### src/rtl/periph_pkg.sv
// shared definitions for the peripheral block
// clock ratios, APB widths and register offsets
// APB request and response structs, slot and SPI state enums

package periph_pkg;

	// --------------------
	// clocking
	// board clock in MHz, so one tick per microsecond
	localparam int TICK_DIV = 27;
	localparam int TICK_W   = $clog2(TICK_DIV);
	// clk cycles per half SPI clock period
	localparam int SPI_DIV  = 2;
	localparam int HALF_W   = $clog2(SPI_DIV + 1);

	// --------------------
	// APB
	localparam int PADDR_W = 16;
	localparam int PDATA_W = 32;

	// in-slot offset bits, the two top bits pick the slot
	localparam logic [PADDR_W-1:0] OFFSET_MASK = 16'h3fff;

	// timer registers
	localparam logic [PADDR_W-1:0] TMR_CTRL     = 16'h0000;
	localparam logic [PADDR_W-1:0] TMR_MTIME    = 16'h0004;
	localparam logic [PADDR_W-1:0] TMR_MTIMECMP = 16'h0008;

	// SD card SPI registers
	localparam logic [PADDR_W-1:0] SD_DATA   = 16'h0000;
	localparam logic [PADDR_W-1:0] SD_STATUS = 16'h0004;
	localparam logic [PADDR_W-1:0] SD_CTRL   = 16'h0008;

	typedef enum logic [1:0] {
		SLOT_TIMER = 2'd0,
		SLOT_SD    = 2'd1,
		SLOT_NONE  = 2'd3
	} slot_e;

	typedef enum logic [1:0] {
		SPI_IDLE = 2'd0,
		SPI_LOW  = 2'd1,
		SPI_HIGH = 2'd2
	} spi_state_e;

	typedef struct packed {
		logic               psel;
		logic               penable;
		logic               pwrite;
		logic [PADDR_W-1:0] paddr;
		logic [PDATA_W-1:0] pwdata;
	} apb_req_t;

	typedef struct packed {
		logic [PDATA_W-1:0] prdata;
		logic               pready;
		logic               pslverr;
	} apb_resp_t;

	// zero wait state error answer
	localparam apb_resp_t APB_ERR = '{prdata: '0, pready: 1'b1, pslverr: 1'b1};

endpackage

### src/rtl/apb_decode.sv
// APB slot decoder for the peripheral block
// splits bus traffic into timer and SD slots
// hands the SD slot to the boot loader until init_done

`timescale 1ns/1ps

module apb_decode (
	input  periph_pkg::apb_req_t  bus_req,
	input  periph_pkg::apb_req_t  boot_req,
	input  logic                  init_done,
	input  periph_pkg::apb_resp_t timer_resp,
	input  periph_pkg::apb_resp_t sd_resp,
	output periph_pkg::apb_resp_t bus_resp,
	output periph_pkg::apb_resp_t boot_resp,
	output periph_pkg::apb_req_t  timer_req,
	output periph_pkg::apb_req_t  sd_req
);

	periph_pkg::slot_e bus_slot;

	// address bits 15:14 select the device
	always_comb begin
		case (bus_req.paddr[15:14])
			2'd0:    bus_slot = periph_pkg::SLOT_TIMER;
			2'd1:    bus_slot = periph_pkg::SLOT_SD;
			default: bus_slot = periph_pkg::SLOT_NONE;
		endcase
	end

	// --------------------
	// requests
	always_comb begin
		timer_req = bus_req;
		timer_req.psel    = bus_req.psel & (bus_slot == periph_pkg::SLOT_TIMER);
		timer_req.penable = bus_req.penable & (bus_slot == periph_pkg::SLOT_TIMER);
	end

	// boot loader owns the SD port until init is done
	always_comb begin
		if (init_done) begin
			sd_req = bus_req;
			sd_req.psel    = bus_req.psel & (bus_slot == periph_pkg::SLOT_SD);
			sd_req.penable = bus_req.penable & (bus_slot == periph_pkg::SLOT_SD);
		end else begin
			sd_req = boot_req;
		end
	end

	// --------------------
	// responses
	always_comb begin
		case (bus_slot)
			periph_pkg::SLOT_TIMER: bus_resp = timer_resp;
			periph_pkg::SLOT_SD:    bus_resp = init_done ? sd_resp : periph_pkg::APB_ERR;
			default:                bus_resp = periph_pkg::APB_ERR;
		endcase
	end

	// boot side is locked out once the system owns the card
	assign boot_resp = init_done ? periph_pkg::APB_ERR : sd_resp;

endmodule

### src/rtl/us_tick.sv
// microsecond timebase
// one-cycle tick every TICK_DIV clocks

`timescale 1ns/1ps

module us_tick (
	input  logic clk,
	input  logic rst_n,
	output logic tick
);

	logic [periph_pkg::TICK_W-1:0] cnt;

	always_ff @(posedge clk or negedge rst_n) begin
		if (!rst_n) begin
			cnt  <= '0;
			tick <= 1'b0;
		end else begin
			if (|cnt) begin
				cnt <= cnt - 1'b1;
			end else begin
				cnt <= periph_pkg::TICK_W'(periph_pkg::TICK_DIV - 1);
			end
			// pulse on the wrap
			tick <= ~|cnt;
		end
	end

endmodule

### src/rtl/mtimer.sv
// RISC-V style machine timer, narrowed to 32 bits
// ctrl, mtime and mtimecmp on APB
// registered compare interrupt, counting frozen while the hart is halted

`timescale 1ns/1ps

module mtimer (
	input  logic                  clk,
	input  logic                  rst_n,
	input  periph_pkg::apb_req_t  req,
	input  logic                  tick,
	input  logic                  dbg_halt,
	output periph_pkg::apb_resp_t resp,
	output logic                  timer_irq
);

	logic                           enable;
	logic [periph_pkg::PDATA_W-1:0] mtime;
	logic [periph_pkg::PDATA_W-1:0] mtimecmp;
	logic [periph_pkg::PADDR_W-1:0] offset;
	logic                           wr_en;

	assign offset = req.paddr & periph_pkg::OFFSET_MASK;
	assign wr_en  = req.psel & req.penable & req.pwrite;

	// --------------------
	// registers
	always_ff @(posedge clk or negedge rst_n) begin
		if (!rst_n) begin
			enable   <= 1'b0;
			mtime    <= '0;
			mtimecmp <= '1;
		end else begin
			if (wr_en && offset == periph_pkg::TMR_CTRL) begin
				enable <= req.pwdata[0];
			end
			if (wr_en && offset == periph_pkg::TMR_MTIMECMP) begin
				mtimecmp <= req.pwdata;
			end
			// software write wins over the count
			if (wr_en && offset == periph_pkg::TMR_MTIME) begin
				mtime <= req.pwdata;
			end else if (tick && enable && !dbg_halt) begin
				mtime <= mtime + 1'b1;
			end
		end
	end

	always_ff @(posedge clk or negedge rst_n) begin
		if (!rst_n) begin
			timer_irq <= 1'b0;
		end else begin
			timer_irq <= (mtime >= mtimecmp);
		end
	end

	// --------------------
	// read side, zero wait states
	always_comb begin
		resp.pready  = 1'b1;
		resp.pslverr = 1'b0;
		case (offset)
			periph_pkg::TMR_CTRL:     resp.prdata = {31'b0, enable};
			periph_pkg::TMR_MTIME:    resp.prdata = mtime;
			periph_pkg::TMR_MTIMECMP: resp.prdata = mtimecmp;
			default:                  resp.prdata = '0;
		endcase
	end

endmodule

### src/rtl/spi_fsm.sv
// SPI mode 0 bit sequencer
// sclk generation plus sample and shift strobes for one byte

`timescale 1ns/1ps

module spi_fsm (
	input  logic clk,
	input  logic rst_n,
	input  logic start,
	output logic sclk,
	output logic shift_en,
	output logic sample_en,
	output logic busy
);

	periph_pkg::spi_state_e        state;
	logic [periph_pkg::HALF_W-1:0] half_cnt;
	logic [2:0]                    bit_cnt;
	logic                          half_end;

	assign half_end = (half_cnt == '0);

	// rising edge at the LOW to HIGH step, falling edge at HIGH to LOW
	assign sclk      = (state == periph_pkg::SPI_HIGH);
	assign sample_en = (state == periph_pkg::SPI_LOW) & half_end;
	assign shift_en  = (state == periph_pkg::SPI_HIGH) & half_end;
	assign busy      = (state != periph_pkg::SPI_IDLE);

	always_ff @(posedge clk or negedge rst_n) begin
		if (!rst_n) begin
			state    <= periph_pkg::SPI_IDLE;
			half_cnt <= '0;
			bit_cnt  <= '0;
		end else begin
			case (state)
				periph_pkg::SPI_IDLE: begin
					if (start) begin
						state    <= periph_pkg::SPI_LOW;
						half_cnt <= periph_pkg::HALF_W'(periph_pkg::SPI_DIV - 1);
						bit_cnt  <= '0;
					end
				end
				periph_pkg::SPI_LOW: begin
					if (half_end) begin
						state    <= periph_pkg::SPI_HIGH;
						half_cnt <= periph_pkg::HALF_W'(periph_pkg::SPI_DIV - 1);
					end else begin
						half_cnt <= half_cnt - 1'b1;
					end
				end
				periph_pkg::SPI_HIGH: begin
					if (half_end) begin
						half_cnt <= periph_pkg::HALF_W'(periph_pkg::SPI_DIV - 1);
						// last bit done after eight high phases
						if (bit_cnt == 3'd7) begin
							state <= periph_pkg::SPI_IDLE;
						end else begin
							state   <= periph_pkg::SPI_LOW;
							bit_cnt <= bit_cnt + 1'b1;
						end
					end else begin
						half_cnt <= half_cnt - 1'b1;
					end
				end
				default: state <= periph_pkg::SPI_IDLE;
			endcase
		end
	end

endmodule

### src/rtl/sd_spi.sv
// SD card SPI port on APB
// data, status and chip-select control registers
// byte shift register driven by the SPI sequencer

`timescale 1ns/1ps

module sd_spi (
	input  logic                  clk,
	input  logic                  rst_n,
	input  periph_pkg::apb_req_t  req,
	input  logic                  sd_miso,
	output periph_pkg::apb_resp_t resp,
	output logic                  sd_clk,
	output logic                  sd_mosi,
	output logic                  sd_cs_n
);

	logic [periph_pkg::PADDR_W-1:0] offset;
	logic                           wr_en;
	logic                           wr_data;
	logic                           start;
	logic                           busy;
	logic                           busy_q;
	logic                           shift_en;
	logic                           sample_en;
	logic [7:0]                     shreg;
	logic                           rx_bit;
	logic [7:0]                     rx_byte;
	logic                           cs_en;

	assign offset  = req.paddr & periph_pkg::OFFSET_MASK;
	assign wr_en   = req.psel & req.penable & req.pwrite;
	assign wr_data = wr_en & (offset == periph_pkg::SD_DATA);
	// a data write while busy is dropped
	assign start   = wr_data & ~busy;

	spi_fsm spi_fsm_i (
		.clk       (clk),
		.rst_n     (rst_n),
		.start     (start),
		.sclk      (sd_clk),
		.shift_en  (shift_en),
		.sample_en (sample_en),
		.busy      (busy)
	);

	// --------------------
	// shift path, MSB first
	always_ff @(posedge clk) begin
		if (start) begin
			shreg <= req.pwdata[7:0];
		end else if (shift_en) begin
			shreg <= {shreg[6:0], rx_bit};
		end
		if (sample_en) begin
			rx_bit <= sd_miso;
		end
	end

	// line idles high between bytes
	assign sd_mosi = busy ? shreg[7] : 1'b1;

	always_ff @(posedge clk or negedge rst_n) begin
		if (!rst_n) begin
			busy_q  <= 1'b0;
			rx_byte <= '0;
			cs_en   <= 1'b0;
		end else begin
			busy_q <= busy;
			// byte complete once the sequencer drops busy
			if (busy_q && !busy) begin
				rx_byte <= shreg;
			end
			if (wr_en && offset == periph_pkg::SD_CTRL) begin
				cs_en <= req.pwdata[0];
			end
		end
	end

	assign sd_cs_n = ~cs_en;

	// --------------------
	// read side
	always_comb begin
		resp.pready  = 1'b1;
		resp.pslverr = wr_data & busy;
		case (offset)
			periph_pkg::SD_DATA:   resp.prdata = {24'b0, rx_byte};
			periph_pkg::SD_STATUS: resp.prdata = {30'b0, sd_cs_n, busy};
			periph_pkg::SD_CTRL:   resp.prdata = {31'b0, cs_en};
			default:               resp.prdata = '0;
		endcase
	end

endmodule

### src/rtl/periph_top.sv
// low-speed peripheral block below the APB bridge
// slot decoder, microsecond timebase, machine timer, SD card SPI

`timescale 1ns/1ps

module periph_top (
	input  logic                  clk,
	input  logic                  rst_n,
	input  periph_pkg::apb_req_t  bus_req,
	input  periph_pkg::apb_req_t  boot_req,
	input  logic                  init_done,
	input  logic                  dbg_halt,
	input  logic                  sd_miso,
	output periph_pkg::apb_resp_t bus_resp,
	output periph_pkg::apb_resp_t boot_resp,
	output logic                  timer_irq,
	output logic                  sd_clk,
	output logic                  sd_mosi,
	output logic                  sd_cs_n
);

	periph_pkg::apb_req_t  timer_req;
	periph_pkg::apb_req_t  sd_req;
	periph_pkg::apb_resp_t timer_resp;
	periph_pkg::apb_resp_t sd_resp;
	logic                  tick;

	// --------------------
	// bus routing
	apb_decode apb_decode_i (
		.bus_req    (bus_req),
		.boot_req   (boot_req),
		.init_done  (init_done),
		.timer_resp (timer_resp),
		.sd_resp    (sd_resp),
		.bus_resp   (bus_resp),
		.boot_resp  (boot_resp),
		.timer_req  (timer_req),
		.sd_req     (sd_req)
	);

	// --------------------
	// timer
	us_tick us_tick_i (
		.clk   (clk),
		.rst_n (rst_n),
		.tick  (tick)
	);

	mtimer mtimer_i (
		.clk       (clk),
		.rst_n     (rst_n),
		.req       (timer_req),
		.tick      (tick),
		.dbg_halt  (dbg_halt),
		.resp      (timer_resp),
		.timer_irq (timer_irq)
	);

	// --------------------
	// SD card
	sd_spi sd_spi_i (
		.clk     (clk),
		.rst_n   (rst_n),
		.req     (sd_req),
		.sd_miso (sd_miso),
		.resp    (sd_resp),
		.sd_clk  (sd_clk),
		.sd_mosi (sd_mosi),
		.sd_cs_n (sd_cs_n)
	);

endmodule

### config.mk
export PLATFORM = sky130hd
export DESIGN_NAME = periph_top
export DESIGN_NICKNAME = d
export VERILOG_FILES = /design/src/rtl/periph_pkg.sv /design/src/rtl/apb_decode.sv /design/src/rtl/us_tick.sv /design/src/rtl/mtimer.sv /design/src/rtl/spi_fsm.sv /design/src/rtl/sd_spi.sv /design/src/rtl/periph_top.sv
export SDC_FILE = /design/constraint.sdc
export NUM_CORES = 1
export LEC_CHECK = 0
export BUFFER_PORTS_ARGS = -buffer_cell sky130_fd_sc_hd__buf_2
export CAP_MARGIN = 10
export CORE_MARGIN = 2
export CORE_UTILIZATION = 48
export DETAILED_ROUTE_END_ITERATION = 10
export GPL_TIMING_DRIVEN = 1
export PLACE_DENSITY_LB_ADDON = 0.05
export SLEW_MARGIN = 20
export SYNTH_ARGS = -nofsm -noshare
export SYNTH_HDL_FRONTEND = slang
export SYNTH_SLANG_ARGS = --single-unit
### constraint.sdc
create_clock -name clk -period 2.1 [get_ports clk]
set_clock_uncertainty 0.1 [all_clocks]
set_input_delay 0.315 -clock clk [delete_from_list [all_inputs] [get_ports clk]]
set_output_delay 0.315 -clock clk [all_outputs]
set_load 0.1 [all_outputs]
# After elaboration in Yosys (flattened, before gate mapping)
# Index checks and enable logic that the tools add are counted.
totals:
  reg_bits: 98
  in_bits: 107
  out_inout_bits: 72
  wordCells: 97
classes:
  n_addsub: 4
  magnitude_cmp: 1
  n_eq_ne: 13
  muxes: 24
  bitwise: 15
  n_reduce_logical: 26
op_table:
  columns: ["operator", "count"]
  rows:
  - ["$pmux W32 S3", 1]
  - ["$mux W34", 2]
  - ["$pmux W34 S2", 1]
  - ["$mux W32", 2]
  - ["$mux W51", 1]
  - ["$add A32 B1 Y32 const B", 1]
  - ["$ge A32 B32 Y1", 1]
  - ["$logic_not A16 Y1", 2]
  - ["$eq A14 B3 Y1 const B", 2]
  - ["$eq A14 B4 Y1 const B", 2]
  - ["$pmux W8 S3", 1]
  - ["$mux W8", 2]
  - ["$and A1 B1 Y1", 13]
  - ["$reduce_bool A2 Y1", 5]
  - ["$mux W3", 3]
  - ["$logic_not A2 Y1", 4]
  - ["$mux W2", 4]
  - ["$pmux W2 S2", 2]
  - ["$logic_and A1 B1 Y1", 7]
  - ["$eq A2 B1 Y1 const B", 3]
  - ["$ne A2 B2 Y1 const B", 3]
  - ["$pmux W2 S3", 1]
  - ["$pmux W3 S2", 1]
  - ["$mux W5", 1]
  - ["other kinds (14)", 18]

# Logic depth before layout (Yosys ltp)
# Gate-level depths: netlist (run 1).
depth:
  depth_word: 11
  ltp_mapped: 8
  depth_no_buf: 7

# By module
# Synthesis (run 1) repeated with hierarchy kept, for this count alone.
unflattened:
  hier_cells: 810
  area_unflattened_um2: 8099.0
modules_own_cells:
  columns: ["module", "n_inst", "cells_per_inst", "area_per_inst_um2", "seq_area_each_um2"]
  rows:
  - ["mtimer", 1, 444, 4411.7, 1691.6]
  - ["apb_decode", 1, 198, 1711.6, 0.0]
  - ["sd_spi", 1, 94, 1173.6, 520.5]
  - ["spi_fsm", 1, 51, 535.5, 175.2]
  - ["us_tick", 1, 23, 266.5, 150.1]

# Worst setup path after synthesis (run 1)
# OpenSTA, ideal clock, no wires.
synth_path:
  path_kind: "input -> output"
  start: "in bus_req[45] (netlist bit)"
  end: "out bus_resp[2] (netlist bit)"
  t_arrival_ns: 3.594
  required_ns: 1.685
  setup_slack_ns: -1.909
  path_stages: 4
  n_path_buf: 0
  cell_sequence: "or4_4 -> nor4_4 -> nor2_1 -> o32ai_1"
synth_lines:
  columns: ["element", "line_no", "text"]
  rows:
  - ["from (decl)", "periph_top.sv:9", "input periph_pkg::apb_req_t bus_req,"]
  - ["to (decl)", "periph_top.sv:14", "output periph_pkg::apb_resp_t bus_resp,"]

==> results of run 1 <==
==> stage by stage <==
step	TNS [ps]	utilization (%)	cell area, um^2
2_1_floorplan	-25900	-	7190
3_3_place_gp	-43550	68.0	9030
3_5_place_dp	-46660	68.0	9030
4_1_cts	-17640	72.7	9670
5_1_grt	-22630	75.7	10100
6_report	-18310	75.7	10100
==> cells by family after synthesis <==
| family | share of synthesized area, % |
|---|---|
| compound gates | 13.6 |
| xor+xnor | 4.13 |
| fa+ha+maj | 7.60 |
| buf+inv | 8.08 |
| flops | 38.6 |
| mux | 11.4 |
| other cells | 0.114 |
| simple gates | 16.5 |
==> path summary, 6_finish.rpt <==
check | start | endpoint | slack, ps | depth (start not counted)
hold reg to reg | us_tick_i.cnt[0]$_DFF_PN0_ | us_tick_i.cnt[0]$_DFF_PN0_ | 360 | 1
hold / removal | sd_miso | sd_spi_i.rx_bit$_DFFE_PP_ | 30 | 1
min in group asynchronous | rst_n | mtimer_i.mtime[20]$_DFFE_PN0P_ | 340 | 2
setup / recovery | bus_req[41] | bus_resp[4] | -460 | 9
setup reg to reg | mtimer_i.mtimecmp[13]$_DFFE_PN1P_ | mtimer_i.timer_irq$_DFF_PN0_ | 20 | 8
max in group asynchronous | rst_n | mtimer_i.mtimecmp[15]$_DFFE_PN1P_ | 890 | 3
==> flip-flops by register name, summed over array words and instances, names as in the netlist <==
signal,count
sd_spi_i.cs_en,1
mtimer_i.mtimecmp,32
sd_spi_i.rx_byte,8
sd_spi_i.spi_fsm_i.state,2
sd_spi_i.spi_fsm_i.half_cnt,2
mtimer_i.enable,1
mtimer_i.mtime,32
us_tick_i.cnt,5
us_tick_i.tick,1
sd_spi_i.shreg,8
sd_spi_i.rx_bit,1
sd_spi_i.busy_q,1
sd_spi_i.spi_fsm_i.bit_cnt,3
mtimer_i.timer_irq,1
==> layer usage <==
layer / GRT usage, % / vias to the layer above
met5: 0 / -
met4: 8.79 / 0
met3: 5.59 / 35
met2: 48.0 / 167
met1: 31.8 / 2914
li1: - / 2793
==> final cells by class <==
type | count | area (um^2)
multi-input cells | 506 | 4430
clock inverters | 4 | 51.3
well taps | 176 | 220
repair buffers | 231 | 2400
inverters | 44 | 165
fillers | 873 | 3230
flip-flops and latches | 98 | 2540
clock buffers | 12 | 258
==> synthesized netlist by cell type, drive strengths merged (2+ instances only) <==
cell type / instances / share of area [%]
nor4: 8 / 1.2
or2: 2 / 0.19
nand4: 15 / 1.4
nand2b: 6 / 0.57
o21ai: 17 / 1.3
nor2: 82 / 4.7
clkbuf: 20 / 1.1
a21oi: 49 / 3.7
buf: 35 / 4.4
nand3b: 2 / 0.23
a221oi: 2 / 0.27
o2111ai: 3 / 0.40
ha: 40 / 7.6
dfstp: 32 / 13
and3: 2 / 0.19
and4: 7 / 0.93
nand2: 40 / 2.3
a31oi: 2 / 0.19
o32ai: 3 / 0.40
a211oi: 5 / 0.57
xnor2: 12 / 1.6
a21boi: 2 / 0.23
or4: 4 / 0.63
nand4b: 2 / 0.27
dfrtp: 57 / 22
and2: 9 / 0.86
mux2i: 13 / 2.0
nand3: 14 / 1.1
mux2: 45 / 9.4
edfxtp: 9 / 4.1
o21a: 2 / 0.23
conb: 2 / 0.11
o2bb2ai: 6 / 0.80
o211ai: 5 / 0.65
inv: 44 / 2.5
a22oi: 31 / 3.5
xor2: 19 / 2.5
nor3: 14 / 1.3
a2111oi: 3 / 0.40
nor2b: 4 / 0.38
==> what timing repair did <==
action                                  4_1_cts  5_1_grt
endpoints found under the setup margin       81      100
cloned                                        1        4
hold endpoints to repair                     12        0
gates resized for setup                      55       52
hold buffers                                  1        0
pin swaps                                    24       48
buffers inserted                              7        8
==> power by group <==
part	switching (mW)	internal, mW	total (mW)
Sequential	0.129	2.06	2.19
Combinational	0.825	0.502	1.33
Clock	0.744	0.998	1.74
Total	1.70	3.56	5.26
==> flow_summary.ini, run 1 <==
[worst_setup_path]
slowest_delay_ps = 560
crit_top_cell = buf_6
path_delay_family = simple AND/OR/NAND/NOR gates
critPathSlowestCell = or4_4
critPathLaunchType = input port
required_ps = 1680
endpoint_kind = output port
worst-path-max-fanout = 6
crit_type = in2out
critPathBufInv = 5
path_cells = buf_6 > or4_4 > buf_6 > nor4_4 > buf_6 > buf_8 > a22oi_2 > o2bb2ai_4 > buf_12
arrival_ps = 2150

[yosys]
synth-seq-cells = 98
async_flop_share_pct = 90.8
synth_top_flop_cell = dfrtp_1
synth_area_mm2 = 0.00658
syn_area_per_cell_um2 = 9.69
postSynthCellCount = 679
yosysUniqueCellTypes = 61
synth-edff-count = 9
yosysWarningCount = 0
seq_area_frac_synth_pct = 38.6

[floorplan]
dieArea_mm2 = 0.0147
die_y_um = 121
ios = 179
initial_core_util_pct = 49.5
die_w_um = 121
rows = 42
coreArea_mm2 = 0.0133

[place]
place_congestion = 0.888
dpl.hpwl_mm = 13.6
pre_cts_slack_ps = -538
placedCellCount = 1035
portBuffers = 126

[detailed_routing]
wl_met1_mm = 7.91
wl_met2_mm = 10.3
wl_mm = 19.6
antenna_left = 0
drtIter0Drc = 395
vias = 5909
routedWlPerCell_um = 18.3
vias_per_cell = 5.52
top_layer = met4
dr.pass1.iters = 6
wl_met3_um = 870
drc = 0

[timing]
whs_ps = 34.9
worstMarginPinSlew_ps = 512
fmax_ghz = 0.390
setup_viol = 106
worst_slack_ps = -465
hold_viol = 0
min_period_over_period_pct = 122
maxSlewHeadroom_pct = 65.6
rsz0062_at_grt = true
drv_slew = 0
period_needed_ps = 2560

[global_routing]
grt_max_degree = 35
grt_usage_pct = 26.8
grt_pass1_vias = 6198
grt_overflow_total = 0
antenna_found_initial = 0
grt_pass1_wl_mm = 30.6

[status]
violations = setup timing
status = complete, but fails checks

[cts]
clock-sinks = 98
htree_levels = 3
numCtsBuffers = 9
cts_tree = yes
clock-root-buffer = clkbuf_16
clk_latency_ps = 350
clk_pin_slew_ps = 70
clockBufferDepth = 2

[power_and_ir_drop]
total_power_mw = 5.26
p_leak_nw = 4.20
ir_worst_vdd_uv = 543
cellPowerDensity_mw_per_mm2 = 522

[final_layout]
fin_nets = 1037
instances_no_fill = 1071
area_growth_pct = 52.9
final_cell_mix = 76 x buf_4, 74 x buf_2, 57 x dfrtp_1, 54 x buf_12, 53 x nor2_1
final_common_cell = buf_4
n_antenna_cell = 0
drive_gt1_share_pct = 48.2

[min_path]
hold_class = in2reg

[job]
drv_cap = 0
Note: power is estimated with default switching activity, not from simulation.
==> run 2: changes to the inputs <==
Settings changed: CORE_ASPECT_RATIO set to 1.1.
==> run 2 against run 1 <==
Compared with the run above:
- core utilization grew 0.70 points
- critical path type unchanged
- power shrank 2.2%
- combinational power shrank 3%
- cell count grew 0.93%
- sequential share of layout area shrank 0.28 points
- register-to-register slack gained 40 ps
- highest routed layer unchanged
- worst hold slack lost 7.2 ps
- worst setup slack lost 3.5 ps
- the flow still finishes with violations (setup timing)
- non-clock buffer count grew 2
==> flow_summary.ini, run 2 (synthesized netlist as in run 1, its figures left out) <==
[worst_setup_path]
crit_type = in2out
crit_end = bus_resp[6]
path_delay_family = simple AND/OR/NAND/NOR gates
endpoint_kind = output port
reg2reg_depth = 8
ff2ff_setup_slack_ps = 60
cp-startpoint = bus_req[38]
critPathBufInv = 5
required_ps = 1680
path_depth = 9
timing.rr.start = mtimer_i.mtimecmp[22]$_DFFE_PN1P_
reg2reg_to = mtimer_i.timer_irq$_DFF_PN0_
worst-path-max-fanout = 6
arrival_ps = 2150
slowest_delay_ps = 560
critPathLaunchType = input port
critPathSlowestCell = or4_4
path_cells = buf_6 > or4_4 > buf_6 > nor4_4 > buf_6 > buf_8 > a22oi_1 > o2bb2ai_4 > buf_12
crit_top_cell = buf_6

[job]
drv_cap = 0

[floorplan]
coreArea_mm2 = 0.0133
rows = 44
die_w_um = 116
ios = 179
dieArea_mm2 = 0.0147
initial_core_util_pct = 49.4
die_y_um = 127

[global_routing]
antenna_found_initial = 0
grt_pass1_wl_mm = 31.2
grt.met3_usage_pct = 4.83
gr-usage-met1_pct = 32.2
grt_max_degree = 90
grt_usage_pct = 27.0
busiest_layer = met2
grt_overflow_total = 0
grt_use_met2_pct = 48.6
grt_pass1_vias = 6264

[place]
detailed_place.area_mm2 = 0.00909
place_congestion = 0.894
pre_cts_slack_ps = -606
dpl.hpwl_mm = 13.7
portBuffers = 126

[cts]
cts_tree = yes
clock-sinks = 98
clk_pin_slew_ps = 70
numCtsBuffers = 9
clk_latency_ps = 360
clock-root-buffer = clkbuf_16
htree_levels = 3
clockBufferDepth = 2

[final_layout]
drive_gt1_share_pct = 50.6
area_growth_pct = 54.7
final_cell_mix = 75 x buf_2, 73 x buf_4, 57 x dfrtp_1, 55 x buf_12, 45 x nor2_1
fin_util_pct = 76.4
reg_top3 = mtimer_i.mtime: 32 flops, mtimer_i.mtimecmp: 32 flops
fin_area_mm2 = 0.0102
final_common_cell = buf_2
fin_nets = 1039
n_antenna_cell = 0
fill_cells = 898

[power_and_ir_drop]
p_leak_nw = 4.26
switchingPower_mw = 1.74
cellPowerDensity_mw_per_mm2 = 505
ir_worst_vdd_uv = 556
combinationalPowerShare_pct = 25.1
p_seq_share_pct = 42.8
switching_share_pct = 33.9
intPower_mw = 3.40
pwr-share-clk_pct = 32.1

[timing]
worstMarginPinSlew_ps = 638
setup_viol = 95
min_period_over_period_pct = 122
setup_tns_ps = -20490
fmax_ghz = 0.389
hold_viol = 0
maxSlewHeadroom_pct = 56.3
rsz0062_at_grt = true
worst_slack_ps = -468
period_needed_ps = 2570
drv_slew = 0

[status]
status = complete, but fails checks
violations = setup timing

[min_path]
hold_class = in2reg

[detailed_routing]
drc = 0
vias = 5953
antenna_left = 0
drtIter0Drc = 320
dr.pass1.iters = 5
routedWlPerCell_um = 18.3
vias_per_cell = 5.51
wl_mm = 19.8
==> run 2: changes by cell type in the layout (fill, tap and decap cells not counted), moves of 3 or more <==
cell,before,now
nor4_2,1,4
a22oi_2,14,8
a22oi_1,17,23
nand2_1,34,27
o21ai_1,9,3
bufbuf_16,0,3
o21ai_2,1,8
nand2_4,0,8
nor2_2,3,10
nor2_1,53,45
buf_4,76,73
==> run 2: final cells by class <==
type | count | area (um^2) | area share, %
Timing Repair Buffer | 233 | 2480 | 24.4
Tap cell | 184 | 230 | 2.26
Clock inverter | 6 | 47.5 | 0.467
Sequential cell | 98 | 2540 | 24.9
Inverter | 44 | 165 | 1.62
Multi-Input combinational cell | 506 | 4480 | 44.0
Clock buffer | 10 | 239 | 2.35
==> run 2: power by group through the flow <==
stage | sequential [mW] | combinational (mW) | clock (mW)
2_1_floorplan | 2.19 | 0.804 | 0
3_3_place_gp | 2.21 | 1.07 | 0
3_5_place_dp | 2.22 | 1.11 | 0
4_1_cts | 2.19 | 1.23 | 1.67
5_1_grt | 2.21 | 1.37 | 1.75
6_report | 2.20 | 1.29 | 1.65
==> run 2: timing repair <==
action	in CTS	in global routing
resized for setup	63	65
cloned	5	2
setup buffers	7	3
setup endpoints to repair	92	112
hold buffers	1	0
pin swaps	34	16
hold endpoints to repair	57	0
==> run 2: worst min path at each step <==
stage                       start                              to  depth (start not counted)
after floorplan             rst_n     mtimer_i.enable$_DFFE_PN0P_                          0
final                     sd_miso       sd_spi_i.rx_bit$_DFFE_PP_                          1
after global routing      sd_miso       sd_spi_i.rx_bit$_DFFE_PP_                          1
after global placement      rst_n  mtimer_i.mtime[16]$_DFFE_PN0P_                          2
after detailed placement    rst_n  mtimer_i.mtime[17]$_DFFE_PN0P_                          2
after CTS                 sd_miso       sd_spi_i.rx_bit$_DFFE_PP_                          1
==> run 2: metal layers <==
layer | part of all wire [%] | wire (um) | vias to the layer above
li1 | - | - | 2802
met1 | 39 | 7720 | 2910
met2 | 54 | 10600 | 203
met3 | 4.7 | 925 | 38
met4 | 2.5 | 485 | 0
met5 | 0 | 0 | -
==> run 2: stage by stage <==
stage,instances,hold slack [ps],total power [mW]
6_report,1081,27.7,5.14
5_1_grt,1081,19.7,5.33
4_1_cts,1076,21.8,5.09
3_5_place_dp,1047,308,3.33
3_3_place_gp,1047,298,3.27
2_1_floorplan,703,-80.6,2.99
==> run 2: worst reg2reg max path, stage by stage (launching register included) <==
cell and delay, ps:
dfstp_2 550, inv_1 50, ha_1 330, a21oi_1 200, nand2_1 90, a221oi_2 210, buf_4 150, nor2b_1 40
a211o_1 230
==> run 3: changes to the inputs <==
Settings changed: ABC_AREA set to 1, CORE_UTILIZATION 48 to 49.
==> run 3 against run 2 <==
Compared with the run above:
- the run still ends with setup timing left
- first-iteration DRC count grew 17%
- cell area grew 0.44%
- routed wire length grew 3.4%
- clock power grew 2%
- cell count grew 29%
- synthesized cell count grew 51%
- die area grew 7.0%
- count of clock-buffer cells in the layout is the same
- non-clock buffer count shrank 32
- core utilization shrank 5.3 points
- power grew 1.5%
- global-route usage shrank 0.58 points
==> flow_summary.ini, run 3 <==
[power_and_ir_drop]
p_leak_nw = 4.61
cellPowerDensity_mw_per_mm2 = 511
ir_worst_vdd_uv = 659
total_power_mw = 5.22

[yosys]
seq_area_frac_synth_pct = 35.2
yosysUniqueCellTypes = 45
yosysWarningCount = 0
yosys-top-cells-area = dfrtp_1 20%, nand2_1 18%, dfstp_2 12%
synth-edff-count = 9
synth_top_area_share_pct = 19.8
syn_area_per_cell_um2 = 7.02
yosysTopAreaCell = dfrtp_1
synth_top_flop_cell = dfrtp_1
synth_area_mm2 = 0.00721
synth_most_common_cell = nand2_1
async_flop_share_pct = 90.8
ys_top_cells_by_count = 337 x nand2_1, 123 x inv_1, 91 x nand3_1
synth-seq-cells = 98
postSynthCellCount = 1027

[final_layout]
final_common_cell = nand2_1
fin_area_mm2 = 0.0102
final_cell_mix = 322 x nand2_1, 116 x inv_1, 89 x nand3_1, 75 x buf_2, 58 x buf_4
area_growth_pct = 41.8
reg_top3 = mtimer_i.mtime: 32 flops, mtimer_i.mtimecmp: 32 flops
drive_gt1_share_pct = 30.3
fin_nets = 1348
n_antenna_cell = 0
fill_cells = 1168

[global_routing]
grt_usage_pct = 26.5
antenna_found_initial = 0
grt_max_degree = 56
grt_pass1_wl_mm = 33.7
grt_overflow_total = 0
grt_pass1_vias = 7023

[worst_setup_path]
required_ps = 1680
path_delay_family = buffers and inverters
crit_type = in2out
critPathBufInv = 4
slowest_delay_ps = 220
critPathSlowestCell = a21oi_4
endpoint_kind = output port
worst-path-max-fanout = 10
path_cells = buf_6 > nor2_4 > nand3_2 > nor2_4 > nand2_2 > a21oi_4 > inv_4 > buf_12 > a21oi_4 > buf_12
arrival_ps = 1770
critPathLaunchType = input port

[cts]
cts_tree = yes
clock-sinks = 98
clk_latency_ps = 350
clk_pin_slew_ps = 70
htree_levels = 3
numCtsBuffers = 9
clockBufferDepth = 2
clock-root-buffer = clkbuf_16

[detailed_routing]
dr.pass1.iters = 5
vias_per_cell = 5.16
wl_mm = 20.5
drc = 0
vias = 7210
antenna_left = 0
drtIter0Drc = 374
routedWlPerCell_um = 14.6

[timing]
fmax_ghz = 0.458
min_period_over_period_pct = 104
period_needed_ps = 2190
worst_slack_ps = -85.2
setup_viol = 31
rsz0062_at_grt = true
maxSlewHeadroom_pct = 67.2
whs_ps = 35.3
drv_slew = 0
hold_viol = 0
worstMarginPinSlew_ps = 488

[place]
detailed_place.area_mm2 = 0.00955
portBuffers = 126
dpl.hpwl_mm = 15.6
place_congestion = 0.947

[floorplan]
rows = 46
die_y_um = 131
initial_core_util_pct = 50.1
coreArea_mm2 = 0.0144
dieArea_mm2 = 0.0157
ios = 179
die_w_um = 120

[status]
status = complete, but fails checks
violations = setup timing

[job]
drv_cap = 0

[min_path]
hold_class = in2reg
## run 3: cell count changes in the layout (fill, tap and decap cells not counted), moves of 16 or more
cell / delta
nor2_4: -16
o21ai_0: +35
a22oi_1: -23
nand2_1: +295
a21oi_1: -28
nand3_1: +75
mux2_4: -35
a21oi_4: +24
inv_1: +75
## run 3: worst reg2reg max path, stage by stage (launching register included)
cell     delay, ps
dfstp_2        540
inv_1           70
ha_4           270
nand2_2         70
nor2_4         100
nand4_1        190
nor4_2         260
buf_4          170
nand3_1         70
nand3_1        110
## run 3: final timing paths
path	endpoint	cells past startpoint	start	slack, ps
worst max register to register	mtimer_i.timer_irq$_DFF_PN0_	9	mtimer_i.mtimecmp[30]$_DFFE_PN1P_	80
worst min-delay path	sd_spi_i.rx_bit$_DFFE_PP_	1	sd_miso	40
worst max-delay path	bus_resp[28]	10	bus_req[42]	-90
max in group asynchronous	mtimer_i.mtimecmp[28]$_DFFE_PN1P_	3	rst_n	850
worst min register to register	us_tick_i.tick$_DFF_PN0_	1	us_tick_i.cnt[4]$_DFF_PN0_	350
min in group asynchronous	mtimer_i.mtime[10]$_DFFE_PN0P_	2	rst_n	360
## run 3: area by class of cell
| cell class | count | area, um^2 | share of cell area (%) |
|---|---|---|---|
| Multi-Input combinational cell | 762 | 4540 | 44.4 |
| Sequential cell | 98 | 2540 | 24.8 |
| Timing Repair Buffer | 201 | 2100 | 20.5 |
| Inverter | 129 | 507 | 4.96 |
| Tap cell | 192 | 240 | 2.35 |
| Clock buffer | 10 | 229 | 2.24 |
| Clock inverter | 6 | 66.3 | 0.649 |
## run 3: cells by family after synthesis
| logic type | share of synthesized area, % |
|---|---|
| flip-flops | 35.2 |
| AND/OR/NAND/NOR | 33.3 |
| buffers and inverters | 12.7 |
| other | 0.104 |
| AO/OA/AOI/OAI | 9.01 |
| adder cells (fa/ha/maj) | 6.94 |
| XOR/XNOR | 2.67 |
## run 3: layer usage
layer | track usage, % | part of all wire [%] | vias up
li1 | - | - | 3599
met1 | 32.9 | 42 | 3402
met2 | 46.1 | 51 | 165
met3 | 4.25 | 4.0 | 44
met4 | 9.61 | 3.0 | 0
met5 | 0 | 0 | -
## run 3: repair_timing
action                                 CTS  global route
resized for setup                       26            40
cloned                                   1             1
pin swaps                                7            17
hold buffers                             1             0
endpoints found under the hold margin   13             0
setup buffers                            3             5
setup endpoints to repair               41            40
## run 3: power by group
group | switching [mW] | leakage [nW] | total (mW) | internal (mW)
registers | 0.0846 | 1.16 | 2.16 | 2.07
clock network | 0.763 | 0.143 | 1.69 | 0.930
logic | 0.967 | 3.31 | 1.37 | 0.404
total | 1.81 | 4.61 | 5.22 | 3.41
## run 3: metrics by stage
stage | std cells | util (%) | TNS (ps) | setup slack (ps)
2_1_floorplan | 1051 | - | -7740 | -400
3_3_place_gp | 1371 | 66.4 | -4230 | -137
3_5_place_dp | 1371 | 66.4 | -5220 | -141
4_1_cts | 1392 | 69.5 | -1930 | -91.2
5_1_grt | 1398 | 71.1 | -3890 | -148
6_report | 1398 | 71.1 | -1720 | -85.2
